==> src/common/sf_video_pkg.sv <==
// Background layer video types
`default_nettype none

package sf_video_pkg;

   // ============================================================
   // pixel timing
   // ============================================================
   // 48 MHz / 8 = 6 MHz dot clock
   localparam int unsigned PIX_DIV  = 8;
   localparam int unsigned H_TOTAL  = 384;
   localparam int unsigned H_ACTIVE = 256;

   // ============================================================
   // tile ROM geometry
   // ============================================================
   localparam int unsigned NUM_PLANES = 3;
   localparam int unsigned PLANE_W    = 8;
   localparam int unsigned TILE_ROW_W = 7;
   localparam int unsigned TILE_COL_W = 6;

   typedef logic [8:0] hpos_t;
   typedef logic [8:0] scroll_t;
   typedef logic [TILE_COL_W-1:0] tile_col_t;
   typedef logic [2:0] fine_t;
   typedef logic [NUM_PLANES-1:0] planes_t;
   typedef logic [4:0] color_t;

   // row in the upper bits, column below
   typedef logic [TILE_ROW_W+TILE_COL_W-1:0] rom_addr_t;
   // plane 0 sits in the low byte
   typedef logic [NUM_PLANES*PLANE_W-1:0] rom_data_t;

   // fetch to pixel stage
   typedef struct packed {
      logic    active;
      hpos_t   hpos;
      planes_t planes;
   } fetch_t;

   // layer output pixel
   typedef struct packed {
      logic   active;
      hpos_t  hpos;
      color_t color;
   } pix_t;

endpackage

`default_nettype wire
==> src/common/sf_cpu_pkg.sv <==
// CPU register map for the background layer
`default_nettype none

package sf_cpu_pkg;

   typedef logic [2:0] reg_addr_t;

   // one select line per address, as on the 74138
   localparam int unsigned REG_SLOTS = 8;

   // ============================================================
   // register map
   // ============================================================
   // scroll bits 7:0
   localparam reg_addr_t REG_SCROLL_LO = 3'd0;
   // bit 0 is scroll bit 8, bit 1 is flip
   localparam reg_addr_t REG_SCROLL_HI = 3'd1;
   localparam reg_addr_t REG_ROW       = 3'd2;
   localparam reg_addr_t REG_BANK      = 3'd3;
   localparam reg_addr_t REG_BACKDROP  = 3'd4;
   // addresses 5 to 7 are not decoded to anything

   typedef struct packed {
      reg_addr_t  addr;
      logic [7:0] data;
   } cpu_wr_t;

   typedef struct packed {
      sf_video_pkg::scroll_t                    scroll;
      logic                                     flip;
      logic [sf_video_pkg::TILE_ROW_W-1:0]      row;
      logic [1:0]                               bank;
      sf_video_pkg::color_t                     backdrop;
   } layer_ctrl_t;

endpackage

`default_nettype wire

==> src/source/sf_bg_top.sv <==
// Scrolling background layer top
`timescale 1ns/1ps
`default_nettype none

module sf_bg_top
(
   input  wire                      clk,
   input  wire                      CR,
   input  logic                     wr_stb_i,
   input  sf_cpu_pkg::cpu_wr_t      wr_i,
   input  sf_video_pkg::rom_data_t  rom_data_i,
   output sf_video_pkg::rom_addr_t  rom_addr_o,
   output logic                     pix_stb_o,
   output sf_video_pkg::pix_t       pix_o
);

   logic                      pix_en;
   sf_video_pkg::hpos_t       hpos;
   sf_cpu_pkg::layer_ctrl_t   ctrl;
   logic                      fetch_vld;
   sf_video_pkg::fetch_t      fetch;

   // ============================================================
   // timing and registers
   // ============================================================
   sf_video_timing u_timing (
      .clk      (clk),
      .CR       (CR),
      .pix_en_o (pix_en),
      .hpos_o   (hpos)
   );

   sf_reg_decode u_regs (
      .clk      (clk),
      .CR       (CR),
      .wr_stb_i (wr_stb_i),
      .wr_i     (wr_i),
      .ctrl_o   (ctrl)
   );

   // ============================================================
   // layer pipeline
   // ============================================================
   sf_bg_fetch u_fetch (
      .clk         (clk),
      .CR          (CR),
      .pix_en_i    (pix_en),
      .hpos_i      (hpos),
      .ctrl_i      (ctrl),
      .rom_data_i  (rom_data_i),
      .rom_addr_o  (rom_addr_o),
      .fetch_vld_o (fetch_vld),
      .fetch_o     (fetch)
   );

   sf_bg_pixel u_pixel (
      .clk         (clk),
      .CR          (CR),
      .fetch_vld_i (fetch_vld),
      .fetch_i     (fetch),
      .ctrl_i      (ctrl),
      .pix_stb_o   (pix_stb_o),
      .pix_o       (pix_o)
   );

endmodule

`default_nettype wire

==> src/bg_layer/sf_bg_pixel.sv <==
// Background colour stage
`timescale 1ns/1ps
`default_nettype none

module sf_bg_pixel
(
   input  wire                      clk,
   input  wire                      CR,
   input  logic                     fetch_vld_i,
   input  sf_video_pkg::fetch_t     fetch_i,
   input  sf_cpu_pkg::layer_ctrl_t  ctrl_i,
   output logic                     pix_stb_o,
   output sf_video_pkg::pix_t       pix_o
);

   // ============================================================
   // colour select
   // ============================================================
   sf_video_pkg::color_t color_nxt;

   always_comb
   begin
      if (!fetch_i.active)
         // blanking
         color_nxt = '0;
      else if (fetch_i.planes == '0)
         // transparent, show backdrop
         color_nxt = ctrl_i.backdrop;
      else
         color_nxt = {ctrl_i.bank, fetch_i.planes};
   end

   // ============================================================
   // output register
   // ============================================================
   always_ff @(posedge clk or negedge CR)
   begin
      if (!CR)
      begin
         pix_stb_o <= 1'b0;
         pix_o     <= '0;
      end
      else
      begin
         pix_stb_o <= fetch_vld_i;
         if (fetch_vld_i)
         begin
            pix_o.active <= fetch_i.active;
            pix_o.hpos   <= fetch_i.hpos;
            pix_o.color  <= color_nxt;
         end
      end
   end

   // strobe is a single clock wide
   a_stb_single : assert property (
      @(posedge clk) disable iff (!CR)
      pix_stb_o |=> !pix_stb_o
   ) else $error("pixel strobe high on two consecutive clocks");

endmodule

`default_nettype wire

==> src/bg_layer/sf_bg_fetch.sv <==
// Background tile fetch and bitplane select
`timescale 1ns/1ps
`default_nettype none

module sf_bg_fetch
(
   input  wire                      clk,
   input  wire                      CR,
   input  logic                     pix_en_i,
   input  sf_video_pkg::hpos_t      hpos_i,
   input  sf_cpu_pkg::layer_ctrl_t  ctrl_i,
   input  sf_video_pkg::rom_data_t  rom_data_i,
   output sf_video_pkg::rom_addr_t  rom_addr_o,
   output logic                     fetch_vld_o,
   output sf_video_pkg::fetch_t     fetch_o
);

   // ============================================================
   // scroll adder
   // ============================================================
   // nibble chain like the two 74283s plus a top bit
   logic [3:0]                sum_lo;
   logic [3:0]                sum_mid;
   logic                      c4_lo;
   logic                      c4_mid;
   sf_video_pkg::scroll_t     sum;
   sf_video_pkg::tile_col_t   col;
   sf_video_pkg::fine_t       fine;

   always_comb
   begin
      {c4_lo, sum_lo}   = {1'b0, hpos_i[3:0]} + {1'b0, ctrl_i.scroll[3:0]};
      {c4_mid, sum_mid} = {1'b0, hpos_i[7:4]} + {1'b0, ctrl_i.scroll[7:4]} + {4'd0, c4_lo};
      // carry out of bit 8 dropped, so the sum wraps at 512
      sum  = {hpos_i[8] ^ ctrl_i.scroll[8] ^ c4_mid, sum_mid, sum_lo};
      col  = sum[8:3];
      fine = sum[2:0];
   end

   // ============================================================
   // stage A: ROM address
   // ============================================================
   logic                  a_vld;
   logic                  a_active;
   logic                  a_flip;
   sf_video_pkg::hpos_t   a_hpos;
   sf_video_pkg::fine_t   a_fine;

   always_ff @(posedge clk or negedge CR)
   begin
      if (!CR)
      begin
         a_vld      <= 1'b0;
         rom_addr_o <= '0;
      end
      else if (pix_en_i)
      begin
         a_vld      <= 1'b1;
         rom_addr_o <= {ctrl_i.row, col};
      end
   end

   always_ff @(posedge clk)
   begin
      if (pix_en_i)
      begin
         a_hpos   <= hpos_i;
         a_fine   <= fine;
         a_flip   <= ctrl_i.flip;
         a_active <= hpos_i < sf_video_pkg::hpos_t'(sf_video_pkg::H_ACTIVE);
      end
   end

   // ============================================================
   // stage B: bit select
   // ============================================================
   sf_video_pkg::fine_t     bit_sel;
   sf_video_pkg::planes_t   planes_sel;
   logic                    b_vld;
   sf_video_pkg::fetch_t    b_fetch;

   always_comb
   begin
      // msb first normally, lsb first when flipped
      bit_sel = a_flip ? a_fine : ~a_fine;
      for (int p = 0; p < sf_video_pkg::NUM_PLANES; p++)
      begin
         planes_sel[p] = rom_data_i[sf_video_pkg::PLANE_W*p + int'(bit_sel)];
      end
   end

   always_ff @(posedge clk or negedge CR)
   begin
      if (!CR)
         b_vld <= 1'b0;
      else if (pix_en_i)
         b_vld <= a_vld;
   end

   always_ff @(posedge clk)
   begin
      if (pix_en_i)
      begin
         b_fetch.active <= a_active;
         b_fetch.hpos   <= a_hpos;
         b_fetch.planes <= planes_sel;
      end
   end

   // handed over on the next enable
   assign fetch_vld_o = pix_en_i & b_vld;
   assign fetch_o     = b_fetch;

   // stage B was loaded exactly one dot period earlier
   a_vld_after_en : assert property (
      @(posedge clk) disable iff (!CR)
      fetch_vld_o |-> $past(pix_en_i, sf_video_pkg::PIX_DIV)
   ) else $error("fetch valid without an enable one dot earlier");

endmodule

`default_nettype wire

==> src/source/sf_reg_decode.sv <==
// CPU register decode for the background layer
`timescale 1ns/1ps
`default_nettype none

module sf_reg_decode
(
   input  wire                      clk,
   input  wire                      CR,
   input  logic                     wr_stb_i,
   input  sf_cpu_pkg::cpu_wr_t      wr_i,
   output sf_cpu_pkg::layer_ctrl_t  ctrl_o
);

   // ============================================================
   // address decode
   // ============================================================
   // active low selects, enabled by the write strobe
   logic [sf_cpu_pkg::REG_SLOTS-1:0] sel_n;

   always_comb
   begin
      for (int i = 0; i < sf_cpu_pkg::REG_SLOTS; i++)
      begin
         sel_n[i] = !(wr_stb_i && (wr_i.addr == sf_cpu_pkg::reg_addr_t'(i)));
      end
   end

   // ============================================================
   // control registers
   // ============================================================
   always_ff @(posedge clk or negedge CR)
   begin
      if (!CR)
         ctrl_o <= '0;
      else
      begin
         if (!sel_n[sf_cpu_pkg::REG_SCROLL_LO])
            ctrl_o.scroll[7:0] <= wr_i.data;

         // scroll msb and flip share one byte
         if (!sel_n[sf_cpu_pkg::REG_SCROLL_HI])
         begin
            ctrl_o.scroll[8] <= wr_i.data[0];
            ctrl_o.flip      <= wr_i.data[1];
         end

         if (!sel_n[sf_cpu_pkg::REG_ROW])
            ctrl_o.row <= wr_i.data[sf_video_pkg::TILE_ROW_W-1:0];

         if (!sel_n[sf_cpu_pkg::REG_BANK])
            ctrl_o.bank <= wr_i.data[1:0];

         if (!sel_n[sf_cpu_pkg::REG_BACKDROP])
            ctrl_o.backdrop <= wr_i.data[4:0];

         // selects 5 to 7 go nowhere
      end
   end

   // no two registers ever written in the same cycle
   a_sel_onehot : assert property (
      @(posedge clk) disable iff (!CR)
      $onehot0(~sel_n)
   ) else $error("more than one register select active: %b", sel_n);

endmodule

`default_nettype wire

==> src/source/sf_video_timing.sv <==
// Dot clock enable and horizontal counter
`timescale 1ns/1ps
`default_nettype none

module sf_video_timing
(
   input  wire                  clk,
   input  wire                  CR,
   output logic                 pix_en_o,
   output sf_video_pkg::hpos_t  hpos_o
);

   // ============================================================
   // dot clock enable
   // ============================================================
   logic [2:0] div_q;
   logic       div_b2_q;

   // free running divide by 8, enable on the rise of bit 2
   always_ff @(posedge clk or negedge CR)
   begin
      if (!CR)
      begin
         div_q    <= '0;
         div_b2_q <= 1'b0;
         pix_en_o <= 1'b0;
      end
      else
      begin
         div_q    <= div_q + 3'd1;
         div_b2_q <= div_q[2];
         pix_en_o <= div_q[2] & ~div_b2_q;
      end
   end

   // ============================================================
   // horizontal counter
   // ============================================================
   always_ff @(posedge clk or negedge CR)
   begin
      if (!CR)
         hpos_o <= '0;
      else if (pix_en_o)
      begin
         // wrap at the end of the line
         if (hpos_o == sf_video_pkg::hpos_t'(sf_video_pkg::H_TOTAL - 1))
            hpos_o <= '0;
         else
            hpos_o <= hpos_o + sf_video_pkg::hpos_t'(1);
      end
   end

   // counter never leaves the line
   a_hpos_range : assert property (
      @(posedge clk) disable iff (!CR)
      hpos_o < sf_video_pkg::hpos_t'(sf_video_pkg::H_TOTAL)
   ) else $error("hpos out of range: %0d", hpos_o);

endmodule

`default_nettype wire

==> config.mk <==
export PLATFORM = sky130hd
export DESIGN_NAME = sf_bg_top
export DESIGN_NICKNAME = d
export VERILOG_FILES = /design/src/common/sf_video_pkg.sv /design/src/common/sf_cpu_pkg.sv /design/src/source/sf_bg_top.sv /design/src/bg_layer/sf_bg_pixel.sv /design/src/bg_layer/sf_bg_fetch.sv /design/src/source/sf_reg_decode.sv /design/src/source/sf_video_timing.sv
export SDC_FILE = /design/constraint.sdc
export NUM_CORES = 1
export LEC_CHECK = 0
export CAP_MARGIN = 20
export CORE_ASPECT_RATIO = 1.5
export CORE_UTILIZATION = 55
export CTS_CLUSTER_DIAMETER = 100
export DETAILED_ROUTE_END_ITERATION = 8
export DONT_BUFFER_PORTS = 1
export PLACE_DENSITY = 0.66
export SLEW_MARGIN = 25
export SYNTH_ARGS = -nofsm -noshare
export SYNTH_HDL_FRONTEND = slang
export SYNTH_SLANG_ARGS = --single-unit
==> constraint.sdc <==
create_clock -name clk -period 4 [get_ports clk]
set_clock_uncertainty 0.2 [all_clocks]
set_input_delay 0.4 -clock clk [delete_from_list [all_inputs] [get_ports clk]]
set_output_delay 0.4 -clock clk [all_outputs]
set_load 0.01 [all_outputs]
# Word level (Yosys, flattened, before mapping)
# Cells that the tools add are included.
classes:
  mux: 10
  n_bitwise: 6
  eq_ne: 5
  n_reduce_logical: 7
  order_cmp: 4
  add_sub_neg: 7
op_table:
  columns: ["op", "n"]
  rows:
  - ["32-bit by 6-bit < comparator with 1-bit output (second input constant)", 2]
  - ["4-bit by 4-bit adder with 5-bit output", 2]
  - ["1-bit binary-select mux with 5-bit select", 2]
  - ["5-bit 2-to-1 mux", 2]
  - ["9-bit by 1-bit adder with 9-bit output (second input constant)", 1]
  - ["9-bit == test (second input constant)", 1]
  - ["9-bit < comparator (second input constant)", 1]
  - ["9-bit 2-to-1 mux", 1]
  - ["5-bit by 3-bit adder with 6-bit output (first input constant)", 1]
  - ["3-bit by 2-bit == test with 1-bit output (second input constant)", 2]
  - ["3-bit logical NOT", 2]
  - ["3-bit by 6-bit < comparator with 1-bit output (second input constant)", 1]
  - ["4-bit by 3-bit adder with 5-bit output (first input constant)", 1]
  - ["5-bit by 1-bit adder with 5-bit output", 1]
  - ["1-bit logical AND", 5]
  - ["3-bit by 1-bit adder with 3-bit output (second input constant)", 1]
  - ["1-bit binary-select mux with 3-bit select", 1]
  - ["3-bit by 1-bit == test with 1-bit output (second input constant)", 1]
  - ["3-bit == test (second input constant)", 1]
  - ["1-bit 2-to-1 mux", 3]
  - ["3-bit 2-to-1 mux", 1]
  - ["3-bit NOT", 1]
  - ["1-bit bitwise AND", 2]
  - ["1-bit bitwise XOR", 2]
  - ["1-bit NOT", 1]
word_totals:
  ff_bits: 96
  output_inout_bits: 29
  wordCells: 63
  input_bits: 38

# Longest topological paths before layout
# Gate-level depths: netlist (run 1).
logic_depth:
  depth_word: 5
  mapped_depth: 11
  mapped_depth_nobuf: 11

# Cells and area by module
# Synthesis (run 1) repeated with hierarchy kept, for this count alone.
hier_totals:
  hier_cells: 277
  hier_area_um2: 4272.8
modules_own_cells:
  columns: ["module", "cells_per_inst", "seq_area_each_um2", "area_each_um2", "n_inst"]
  rows:
  - ["sf_bg_fetch", 127, 1186.1, 2085.8, 1]
  - ["sf_reg_decode", 54, 600.6, 943.4, 1]
  - ["sf_bg_pixel", 47, 400.4, 648.1, 1]
  - ["sf_video_timing", 49, 350.3, 595.6, 1]

# Worst setup path before layout (run 1)
# OpenSTA, ideal clock, no wires.
synth_path:
  path_type: "register to register"
  start: "reg u_timing.hpos_o[0]"
  end: "reg u_fetch.rom_addr_o[5]"
  path_buffers: 0
  arrival_ns: 2.626
  period_less_slack_ns: 2.952
  setup_time_ns: 0.126
  slack_ns: 1.048
  required_time_ns: 3.674
  stages_incl_launch_ff: 12
  cell_sequence: "dfrtp_1 -> ha_1 -> fa_1 -> a21o_1 -> a21o_1 -> fa_1 -> inv_1 -> fa_1 -> nor2b_1 -> o21ai_0 -> a21oi_1 -> a311o_1"
synth_between:
  elab_chain_len: 3
synth_lines:
  columns: ["item", "line_no", "source"]
  rows:
  - ["start: declaration", "sf_video_timing.sv:10", "output sf_video_pkg::hpos_t hpos_o"]
  - ["start signal: assignment", "sf_video_timing.sv:49", "hpos_o <= hpos_o + sf_video_pkg::hpos_t'(1);"]
  - ["4-bit by 4-bit adder with 5-bit output", "sf_bg_fetch.sv:32", "{c4_lo, sum_lo} = {1'b0, hpos_i[3:0]} + {1'b0, ctrl_i.scroll[3:0]};"]
  - ["5-bit by 1-bit adder with 5-bit output", "sf_bg_fetch.sv:33", "{c4_mid, sum_mid} = {1'b0, hpos_i[7:4]} + {1'b0, ctrl_i.scroll[7:4]} + {4'd0, c4_lo};"]
  - ["1-bit bitwise XOR", "sf_bg_fetch.sv:35", "sum = {hpos_i[8] ^ ctrl_i.scroll[8] ^ c4_mid, sum_mid, sum_lo};"]
  - ["end signal: assignment", "sf_bg_fetch.sv:59", "rom_addr_o <= {ctrl_i.row, col};"]
  - ["end: declaration", "sf_bg_fetch.sv:13", "output sf_video_pkg::rom_addr_t rom_addr_o,"]
# No other way between the ends.
# A chain may end at the register's enable or synchronous reset.

# Worst setup path in the final report (run 1)
# Same ends and word-level chain as after synthesis.

==> results.sh, run 1 <==
export IMPL_status="finished, final reports clean"
export IMPL_regArea_sq_mm=0.00254
export IMPL_critical_path_required_ns=4.05
export IMPL_cts_hold_buf=10
export IMPL_crit_top_cell="fa_1"
export IMPL_via_per_inst=5.67
export IMPL_synthesis_instances=308
export IMPL_async_reset_ff_frac=0.719
export IMPL_grt_start_max_net_pins=70
export IMPL_cts_resized=0
export IMPL_detail_route_wl_per_cell_um=17.0
export IMPL_wirelength_mm=7.25
export IMPL_grt_pass1_wl_mm=11.9
export IMPL_final_global_route_overflow_total=0
export IMPL_cts_tree="built"
export IMPL_path_class="flop to flop"
export IMPL_timing_final_max_slew_violations=0
export IMPL_clock_insertion_delay_worst_skew_ns=0.36
export IMPL_ys_seq_area_frac=0.603
export IMPL_synth_main_ff_cell="dfrtp_1"
export IMPL_post_synth_top_area_fraction=0.410
export IMPL_ioPinCount=67
export IMPL_detail_route_drc_violations=0
export IMPL_die_width_um=73.4
export IMPL_max_freq_mhz=316
export IMPL_final_hold_viol_count=0
export IMPL_syn_num_nets=358
export IMPL_cts_max_path_buffers=2
export IMPL_grt_setup_unrepaired="no"
export IMPL_worst_slack_ns=0.836
export IMPL_crit_path_largest_cell_delay_ns=0.46
export IMPL_setup_worst_path_start_class="flop"
export IMPL_cts_root_buf="clkbuf_8"
export IMPL_post_cts_setup_buffers=0
export IMPL_flow_area_growth_from_synthesis_pct=9.88
export IMPL_post_place_ws_ns=0.843
export IMPL_r2r_slack_ns=0.84
export IMPL_gp_routability_congestion=0.859
export IMPL_clk_pin_slew_worst_paths_ns=0.09
export IMPL_crit_arrival_ns=3.21
export IMPL_final_nets=372
export IMPL_max_cap_violations=0
export IMPL_core_area_sq_mm=0.00732
export IMPL_antenna_cells=0
export IMPL_timing_final_setup_violations=0
export IMPL_num_vias=2422
export IMPL_ys_warn_count=0
export IMPL_global_route_usage_total=0.203
export IMPL_firstDrtPassIters=4
export IMPL_slew_headroom=0.540
export IMPL_place_port_buffers=0
export IMPL_grt_busiest_layer="met2"
export IMPL_layout_filler_cells=592
export IMPL_multi_input_comb_area_sq_mm=0.00159
export IMPL_crit_share_post_route=0.791
export IMPL_dp_hpwl_mm=5.11
export IMPL_die_area_sq_mm=0.00801
export IMPL_fp_row_count=38
export IMPL_cells_traversed_along_the_worst_timing_path="ha_1 > fa_1 > a21o_1 > a21o_1 > fa_1 > inv_1 > fa_1 > nor2b_1 > o21ai_0 > a21oi_1 > a311o_1"
export IMPL_yosys_cell_count_top_type="dfrtp_1"
export IMPL_grt_use_met2=0.332
export IMPL_cts_htree_levels=3
export IMPL_worst_path_fanout_max=7
export IMPL_floorplan_die_height_um=109
export IMPL_power_per_cell_area_mw_per_mm2=436
export IMPL_crit_slowest_cell="dfrtp_1"
export IMPL_synthesis_area_sq_mm=0.00421
export IMPL_synth_edff_count=27
export IMPL_first_global_vias=2522
export IMPL_total_power_uw=2010
export IMPL_synth_seq_cells=96
export IMPL_netlist_top_cell_by_area="dfrtp_1"
export IMPL_cts_made_buffers=9
export IMPL_fin_setup_tns_ns=0
export IMPL_synth_top_cells_by_area="dfrtp_1, edfxtp_1, mux2_2, mux2i_1, ha_1"
export IMPL_worst_slew_pin_slew_ns=0.689
export IMPL_setup_worst_path_end_class="flop"
export IMPL_cp_top_family="adder cells"
export IMPL_antenna_left=0
export IMPL_start_util=0.575
export IMPL_groute_layer_met3_usage=0.0545
export IMPL_final_layout_size_suffix_gt1_frac=0.217
export IMPL_vdd_ir_drop_max_mv=0.467
export IMPL_cts_sink_count=96
export IMPL_use_met1=0.249
export IMPL_p_leak_uw=0.00192
export IMPL_ys_types=35
export IMPL_antenna_found_initial=0
export IMPL_worstPathBufferInverterCount=1
export IMPL_post_synth_cell_area_avg_sq_um=13.7
export IMPL_initialDrtViolationCount=168
export IMPL_synth_cells_most_frequent="dfrtp_1, mux2_2, edfxtp_1"
export IMPL_min_period_ns=3.16
export IMPL_type_of_the_most_critical_hold_path="input pin to flop"
-- sequential cells by signal (all words and copies together), names as in the netlist --
signal,count
u_regs.ctrl_o,24
u_pixel.pix_o,15
u_fetch.fetch_o,13
u_fetch.rom_addr_o,13
u_fetch.a_hpos,9
u_timing.hpos_o,9
u_fetch.a_fine,3
u_timing.div_q,3
u_fetch.a_active,1
u_fetch.a_flip,1
u_fetch.a_vld,1
u_fetch.b_vld,1
u_pixel.pix_stb_o,1
u_timing.div_b2_q,1
u_timing.pix_en_o,1
-- worst register-to-register path, stage by stage, from the launching register on --
cell and delay, ns:
dfrtp_1 0.46, ha_1 0.26, fa_1 0.41, a21o_1 0.20, a21o_1 0.18, fa_1 0.39
inv_1 0.08, fa_1 0.21, nor2b_1 0.06, o21ai_0 0.21, a21oi_1 0.10, a311o_1 0.32
-- per-stage QoR --
| stage | std cells | util | area, sq um | hold slack [ns] |
|---|---|---|---|---|
| after floorplan | 308 | - | 4210 | -0.0956 |
| after global placement | 401 | 0.587 | 4300 | -0.0938 |
| after detailed placement | 401 | 0.587 | 4300 | -0.0942 |
| final | 427 | 0.631 | 4620 | 0.0903 |
| after global routing | 427 | 0.631 | 4620 | 0.0964 |
| after CTS | 427 | 0.631 | 4620 | 0.0700 |
-- cell usage in the layout, fill, tap and decap left out, types with 2 or more instances in the layout --
cell type       n
a21boi_0        7
a21o_1          4
a21oi_1        13
a22oi_1         6
and4b_1         2
clkbuf_8       10
clkinvlp_4      2
dfrtp_1        68
dlygate4sd3_1   9
edfxtp_1       27
fa_1            3
ha_1            9
inv_1          10
mux2_2         45
mux2i_1        16
nand2_1        20
nand2b_1        2
nand3_1         3
nand4_1         2
nor2_1          6
nor2b_1         9
nor3_1          2
o21ai_0         9
o22a_1          3
o22ai_1        13
or2_2           3
xnor2_1         6
xor2_1          4
-- path summary, 6_finish.rpt --
| check | startpoint | end | cells past startpoint |
|---|---|---|---|
| hold / removal | wr_i[8] | u_regs.ctrl_o[20] | 3 |
| min in group asynchronous | CR | u_pixel.pix_o[11] | 2 |
| setup reg to reg | u_timing.hpos_o[0] | u_fetch.rom_addr_o[5] | 11 |
| hold reg to reg | u_timing.div_b2_q | u_timing.pix_en_o | 1 |
| setup / recovery | u_timing.hpos_o[0] | u_fetch.rom_addr_o[5] | 11 |
| max in group asynchronous | CR | u_fetch.rom_addr_o[0] | 2 |
-- cell families (layout without fill, tap and decap cells) --
logic type	Yosys count	after routing	synth area share
flip-flops	96	96	0.603
multiplexers	61	61	0.159
AO/OA/AOI/OAI	57	57	0.0863
AND/OR/NAND/NOR	54	54	0.0714
buffers and inverters	18	37	0.0187
adder cells (fa/ha/maj)	12	12	0.0410
XOR/XNOR	10	10	0.0208
-- area by class of cell --
| class | instances | area share |
|---|---|---|
| Multi-Input combinational cell | 194 | 0.344 |
| Tap cell | 100 | 0.0271 |
| Inverter | 10 | 0.00812 |
| Clock buffer | 10 | 0.0298 |
| Sequential cell | 96 | 0.549 |
| Timing Repair Buffer | 11 | 0.0271 |
| Clock inverter | 6 | 0.0146 |
-- power breakdown --
| part | total [uW] | switching [uW] | internal, uW |
|---|---|---|---|
| Combinational | 194 | 77.8 | 116 |
| Clock | 638 | 330 | 308 |
| Sequential | 1180 | 79.7 | 1100 |
| Total | 2010 | 488 | 1530 |
-- metal layers --
metal / wire length [um] / vias to the layer above
met5: 0 / -
met4: 144 / 0
met3: 384 / 12
met2: 3740 / 63
met1: 2980 / 1207
li1: - / 1140
No activity file was read; power rests on OpenSTA's default activity.
==> run 2: changes to the inputs <==
--- a/config.mk
+++ b/config.mk
@@ -11,7 +11,7 @@
 export CTS_CLUSTER_DIAMETER = 100
 export DETAILED_ROUTE_END_ITERATION = 8
 export DONT_BUFFER_PORTS = 1
-export PLACE_DENSITY = 0.66
+export PLACE_DENSITY = 0.69
 export SLEW_MARGIN = 25
 export SYNTH_ARGS = -nofsm -noshare
 export SYNTH_HDL_FRONTEND = slang
==> constraint.sdc (replaced) <==
create_clock -name clk -period 2.8 [get_ports clk]
set_clock_uncertainty 0.2 [all_clocks]
set_input_delay 0.28 -clock clk [delete_from_list [all_inputs] [get_ports clk]]
set_output_delay 0.28 -clock clk [all_outputs]
set_load 0.01 [all_outputs]
==> run 2 against run 1 <==
Net effect: utilization is 1.4 points higher; register-to-register slack worse by 0.77 ns; global-route usage is 0.86 points higher; final cell count is 4.2% higher; clock power is 16% higher; sequential cell count stayed put; highest routed layer unchanged; critical path depth stayed put; non-clock buffer count is 18 higher; first-iteration DRC count is 52% lower; fmax is 16% higher; via count is 1.9% higher.
==> results.sh, run 2 (same netlist as run 1, synthesis figures left out) <==
export IMPL_status="finished, final reports clean"
export IMPL_power_per_cell_area_mw_per_mm2=581
export IMPL_setup_worst_path_end_class="flop"
export IMPL_worst_path_fanout_max=2
export IMPL_holdPathStages=2
export IMPL_detail_route_drc_violations=0
export IMPL_critical_path_required_ns=2.84
export IMPL_worst_slew_pin_slew_ns=0.557
export IMPL_cts_htree_levels=3
export IMPL_grt_start_max_net_pins=70
export IMPL_timing_final_max_slew_violations=0
export IMPL_antenna_cells=0
export IMPL_largest_register_by_flop_count="u_regs.ctrl_o"
export IMPL_use_met1=0.239
export IMPL_final_util=0.646
export IMPL_initialDrtViolationCount=81
export IMPL_flow_area_growth_from_synthesis_pct=12.4
export IMPL_firstDrtPassIters=4
export IMPL_final_nets=390
export IMPL_p_leak_uw=0.00197
export IMPL_final_hold_viol_count=0
export IMPL_place_port_buffers=0
export IMPL_worstPathBufferInverterCount=1
export IMPL_crit_arrival_ns=2.78
export IMPL_cts_tree="built"
export IMPL_grt_use_met2=0.366
export IMPL_via_per_inst=5.55
export IMPL_start_util=0.575
export IMPL_cells_traversed_along_the_worst_timing_path="ha_2 > fa_2 > a21o_1 > a21o_1 > fa_2 > inv_2 > fa_2 > nor2b_1 > o21ai_1 > a21oi_1 > a311o_1"
export IMPL_die_width_um=73.4
export IMPL_cp_top_family="adder cells"
export IMPL_regs_by_ff_count="u_regs.ctrl_o: 24 flops, u_pixel.pix_o: 15 flops"
export IMPL_antenna_left=0
export IMPL_fp_row_count=38
export IMPL_max_freq_mhz=366
export IMPL_floorplan_die_height_um=109
export IMPL_final_cell_mix="dfrtp_1, mux2_2, edfxtp_1"
export IMPL_timing_final_setup_violations=0
export IMPL_grt_busiest_layer="met2"
export IMPL_gp_routability_congestion=0.788
export IMPL_crit_top_cell="fa_2"
export IMPL_cts_sink_count=96
export IMPL_cts_max_path_buffers=2
export IMPL_groute_layer_met3_usage=0.0601
export IMPL_detail_route_wl_per_cell_um=16.8
export IMPL_slew_headroom=0.626
export IMPL_grt_setup_unrepaired="yes"
export IMPL_crit_slowest_cell="dfrtp_1"
export IMPL_ioPinCount=67
export IMPL_num_vias=2468
export IMPL_cts_resized=0
export IMPL_vdd_ir_drop_max_mv=0.418
export IMPL_final_global_route_overflow_total=0
export IMPL_type_of_the_most_critical_hold_path="input pin to flop"
export IMPL_first_global_vias=2579
export IMPL_final_layout_size_suffix_gt1_frac=0.235
export IMPL_grt_pass1_wl_mm=12.3
export IMPL_crit_path_cell_count=11
export IMPL_cts_root_buf="clkbuf_8"
export IMPL_core_area_sq_mm=0.00732
export IMPL_crit_path_largest_cell_delay_ns=0.39
export IMPL_crit_share_post_route=0.976
export IMPL_die_area_sq_mm=0.00801
export IMPL_antenna_found_initial=0
export IMPL_reg2regPathDepth=11
export IMPL_layout_commonest_cell="dfrtp_1"
export IMPL_largest_register_ff_count=24
export IMPL_global_route_usage_total=0.211
export IMPL_cts_made_buffers=9
export IMPL_dp_hpwl_mm=5.33
export IMPL_setup_worst_path_start_class="flop"
export IMPL_clock_insertion_delay_worst_skew_ns=0.36
export IMPL_path_class="flop to flop"
export IMPL_max_cap_violations=0
export IMPL_min_period_ns=2.73
export IMPL_wirelength_mm=7.49
export IMPL_clk_pin_slew_worst_paths_ns=0.09
export IMPL_worst_hold_slack_ns=0.0320
run 2: cell types whose count changed in the layout (fill, tap and decap cells not counted), moves of 2 or more:
cell	change
fa_1	-3
dlygate4sd3_1	+6
fa_2	+3
clkinvlp_4	-2
clkbuf_1	+6
buf_4	+12
run 2: worst reg2reg max path, delay by kind of cell (launching register included):
family                   cells  cell delay [ns]
AO/OA/AOI/OAI                5             0.84
buffers and inverters        1             0.06
flip-flops                   1             0.39
AND/OR/NAND/NOR              1             0.04
adder cells (fa/ha/maj)      4             1.08
run 2: final cells by class:
type	instances	area, sq um
fillers	579	2590
flip-flops and latches	96	2540
clock inverters	1	3.75
multi-input cells	194	1600
repair buffers	29	275
clock buffers	15	146
well taps	100	125
inverters	10	37.5
run 2: timing repair:
action	4_1_cts	5_1_grt
setup buffers	2	3
pin swaps	9	4
hold endpoints to repair	93	0
hold buffers	16	0
cloned	0	0
endpoints found under the setup margin	1	1
run 2: per-stage QoR:
stage / setup WS (ns) / power, uW / TNS, ns / cells / instance area [sq um]
after floorplan: 0.00974 / 1900 / 0 / 308 / 4220
after global placement: 0.00628 / 1960 / 0 / 408 / 4360
after detailed placement: -0.0231 / 1970 / -0.0231 / 408 / 4360
after CTS: -0.00198 / 2780 / -0.00198 / 442 / 4700
after global routing: -0.0388 / 2890 / -0.0388 / 445 / 4730
final: 0.0662 / 2750 / 0 / 445 / 4730
run 2: worst paths after layout:
kind / from / endpoint / slack, ns
hold / removal: wr_i[8] / u_regs.ctrl_o[4] / 0.03
hold reg to reg: u_timing.div_b2_q / u_timing.pix_en_o / 0.21
setup / recovery: u_regs.ctrl_o[15] / u_fetch.rom_addr_o[5] / 0.07
min in group asynchronous: CR / u_pixel.pix_o[8] / 0.27
max in group asynchronous: CR / u_timing.pix_en_o / 1.83
setup reg to reg: u_regs.ctrl_o[15] / u_fetch.rom_addr_o[5] / 0.07
run 2: metal layers:
layer	routed length (um)	vias up
met3	452	9
li1	-	1179
met1	2880	1207
met2	4060	73
met5	0	-
met4	97	0
run 2: report_power, final:
part	leakage, uW	internal (uW)	switching, uW
combinational	0.000818	193	120
clock	0.0000734	323	419
sequential	0.00108	1570	117
total	0.00197	2090	656
==> run 3: changes to the inputs <==
--- a/config.mk
+++ b/config.mk
@@ -15,4 +15,5 @@
 export SLEW_MARGIN = 25
 export SYNTH_ARGS = -nofsm -noshare
 export SYNTH_HDL_FRONTEND = slang
+export SYNTH_HIERARCHICAL = 1
 export SYNTH_SLANG_ARGS = --single-unit
==> run 3 against run 2 <==
Net effect: combinational power hardly changed; via count is 8.7% lower; hold slack better by 0.0070 ns; total power is 17% higher; die area is 1.5% higher; global-route usage is 2.9 points lower; non-clock buffer count is 10 lower; wire length is 7.0% lower; largest power group unchanged.
==> results.sh, run 3 <==
export IMPL_status="finished, final reports clean"
export IMPL_timing_final_setup_violations=0
export IMPL_floorplan_die_height_um=110
export IMPL_antenna_found_initial=0
export IMPL_setup_worst_path_start_class="flop"
export IMPL_worst_path_fanout_max=2
export IMPL_p_leak_uw=0.00202
export IMPL_min_period_ns=2.66
export IMPL_synth_seq_cells=96
export IMPL_post_place_ws_ns=-0.0347
export IMPL_synth_main_ff_cell="dfrtp_1"
export IMPL_worst_hold_startpoint="wr_stb_i"
export IMPL_ys_seq_area_frac=0.594
export IMPL_cts_sink_count=96
export IMPL_layout_commonest_cell="dfrtp_1"
export IMPL_fin_setup_tns_ns=0
export IMPL_holdPathStages=2
export IMPL_gp_routability_congestion=0.752
export IMPL_global_route_usage_total=0.182
export IMPL_synth_cells_most_frequent="dfrtp_1, mux2_2, edfxtp_1"
export IMPL_timing_final_max_slew_violations=0
export IMPL_core_area_sq_mm=0.00756
export IMPL_worst_setup_path_startpoint="u_timing/hpos_o[0]"
export IMPL_crit_arrival_ns=2.68
export IMPL_synthesis_instances=277
export IMPL_critical_path_required_ns=2.82
export IMPL_setup_worst_path_end_class="flop"
export IMPL_cts_max_path_buffers=2
export IMPL_dp_hpwl_mm=4.85
export IMPL_max_freq_mhz=376
export IMPL_initialDrtViolationCount=111
export IMPL_wirelength_mm=6.97
export IMPL_num_vias=2253
export IMPL_clk_pin_slew_worst_paths_ns=0.06
export IMPL_cts_made_buffers=9
export IMPL_type_of_the_most_critical_hold_path="input pin to flop"
export IMPL_via_per_inst=5.55
export IMPL_cts_tree="built"
export IMPL_worst_hold_slack_ns=0.0390
export IMPL_largest_register_ff_count=24
export IMPL_path_class="flop to flop"
export IMPL_final_cell_mix="dfrtp_1, mux2_2, edfxtp_1"
export IMPL_regs_by_ff_count="u_regs/ctrl_o: 24 flops, u_pixel/pix_o: 15 flops"
export IMPL_die_width_um=74.0
export IMPL_cts_root_buf="clkbuf_16"
export IMPL_ioPinCount=67
export IMPL_antenna_cells=0
export IMPL_grt_setup_unrepaired="no"
export IMPL_grt_start_max_net_pins=70
export IMPL_fp_row_count=39
export IMPL_post_synth_top_area_fraction=0.404
export IMPL_netlist_top_cell_by_area="dfrtp_1"
export IMPL_cts_htree_levels=3
export IMPL_vdd_ir_drop_max_mv=0.354
export IMPL_post_synth_cell_area_avg_sq_um=15.4
export IMPL_synthesis_area_sq_mm=0.00427
export IMPL_worst_slack_ns=0.140
export IMPL_grt_pass1_wl_mm=10.8
export IMPL_ys_types=43
export IMPL_ys_warn_count=6
export IMPL_start_util=0.565
export IMPL_worst_slew_pin_slew_ns=0.664
export IMPL_yosys_cell_count_top_type="dfrtp_1"
export IMPL_final_hold_viol_count=0
export IMPL_final_util=0.641
export IMPL_crit_share_post_route=0.950
export IMPL_async_reset_ff_frac=0.719
export IMPL_clock_insertion_delay_worst_skew_ns=0.33
export IMPL_synth_edff_count=27
export IMPL_largest_register_by_flop_count="u_regs/ctrl_o"
export IMPL_synth_top_cells_by_area="dfrtp_1, edfxtp_1, mux2_2, mux4_1, ha_1"
export IMPL_firstDrtPassIters=4
export IMPL_final_layout_size_suffix_gt1_frac=0.303
export IMPL_final_nets=349
export IMPL_power_per_cell_area_mw_per_mm2=661
export IMPL_flow_area_growth_from_synthesis_pct=13.5
export IMPL_die_area_sq_mm=0.00813
export IMPL_antenna_left=0
export IMPL_reg2regPathDepth=12
export IMPL_place_port_buffers=0
export IMPL_slew_headroom=0.556
export IMPL_place_detailed_instances=378
export IMPL_detail_route_drc_violations=0
export IMPL_final_global_route_overflow_total=0
export IMPL_max_cap_violations=0
export IMPL_syn_num_nets=327
export IMPL_first_global_vias=2227
export IMPL_detail_route_wl_per_cell_um=17.2
export IMPL_reg2reg_from="u_timing/hpos_o[0]"
export IMPL_final_standard_cell_count_with_taps_included_and_fillers_excluded=406
-- run 3: per-layer routing --
metal	track usage	wire length [um]
met1	0.233	2860
met5	0	0
met4	0.0865	148
met2	0.288	3540
met3	0.0449	416
-- run 3: cells by family (layout without fill, tap and decap cells) --
family,Yosys count,after routing,share of synthesized area
flops,96,96,0.594
mux,66,66,0.211
simple gates,37,37,0.0615
buf+inv,28,55,0.0310
compound gates,27,27,0.0398
fa+ha+maj,12,12,0.0404
xor+xnor,11,11,0.0225
-- run 3: where the power goes --
part / internal (uW) / switching (uW) / total, uW
registers: 1580 / 113 / 1690
clock network: 726 / 474 / 1200
logic: 191 / 123 / 314
-- run 3: area by class of cell --
type	count	area, sq um
Clock buffer	14	295
Clock inverter	2	10.0
Fill cell	555	2720
Inverter	20	75.1
Multi-Input combinational cell	153	1620
Sequential cell	96	2540
Tap cell	102	128
Timing Repair Buffer	19	185
-- run 3: path summary, 6_finish.rpt --
kind	end	slack (ns)
setup / recovery	u_fetch/rom_addr_o[5]	0.14
hold / removal	u_regs/ctrl_o[6]	0.04
setup reg to reg	u_fetch/rom_addr_o[5]	0.14
hold reg to reg	u_timing/pix_en_o	0.20
max in group asynchronous	u_timing/pix_en_o	1.78
min in group asynchronous	u_regs/ctrl_o[0]	0.32
-- run 3: per-stage QoR --
stage                     power [uW]  cell area, sq um
final                           3200              4850
after global routing            3340              4850
after CTS                       3220              4820
after global placement          1970              4400
after floorplan                 1920              4270
after detailed placement        1980              4400
-- run 3: repair_timing --
action                                  4_1_cts  5_1_grt
endpoints found under the setup margin        1        1
hold buffers                                 10        0
gates resized for setup                       1        7
pin swaps                                     0        3
setup buffers                                 0        2
hold endpoints to repair                     93        0
-- run 3: worst max-delay path, cell delays in order (launching register included) --
cell	delay, ns
dfrtp_1	0.35
ha_1	0.17
inv_1	0.06
fa_2	0.36
nor2b_1	0.12
o21ai_1	0.07
nand2b_1	0.09
fa_2	0.21
inv_2	0.04
fa_2	0.36
nor2b_2	0.14
o21ai_2	0.08
a311o_1	0.30
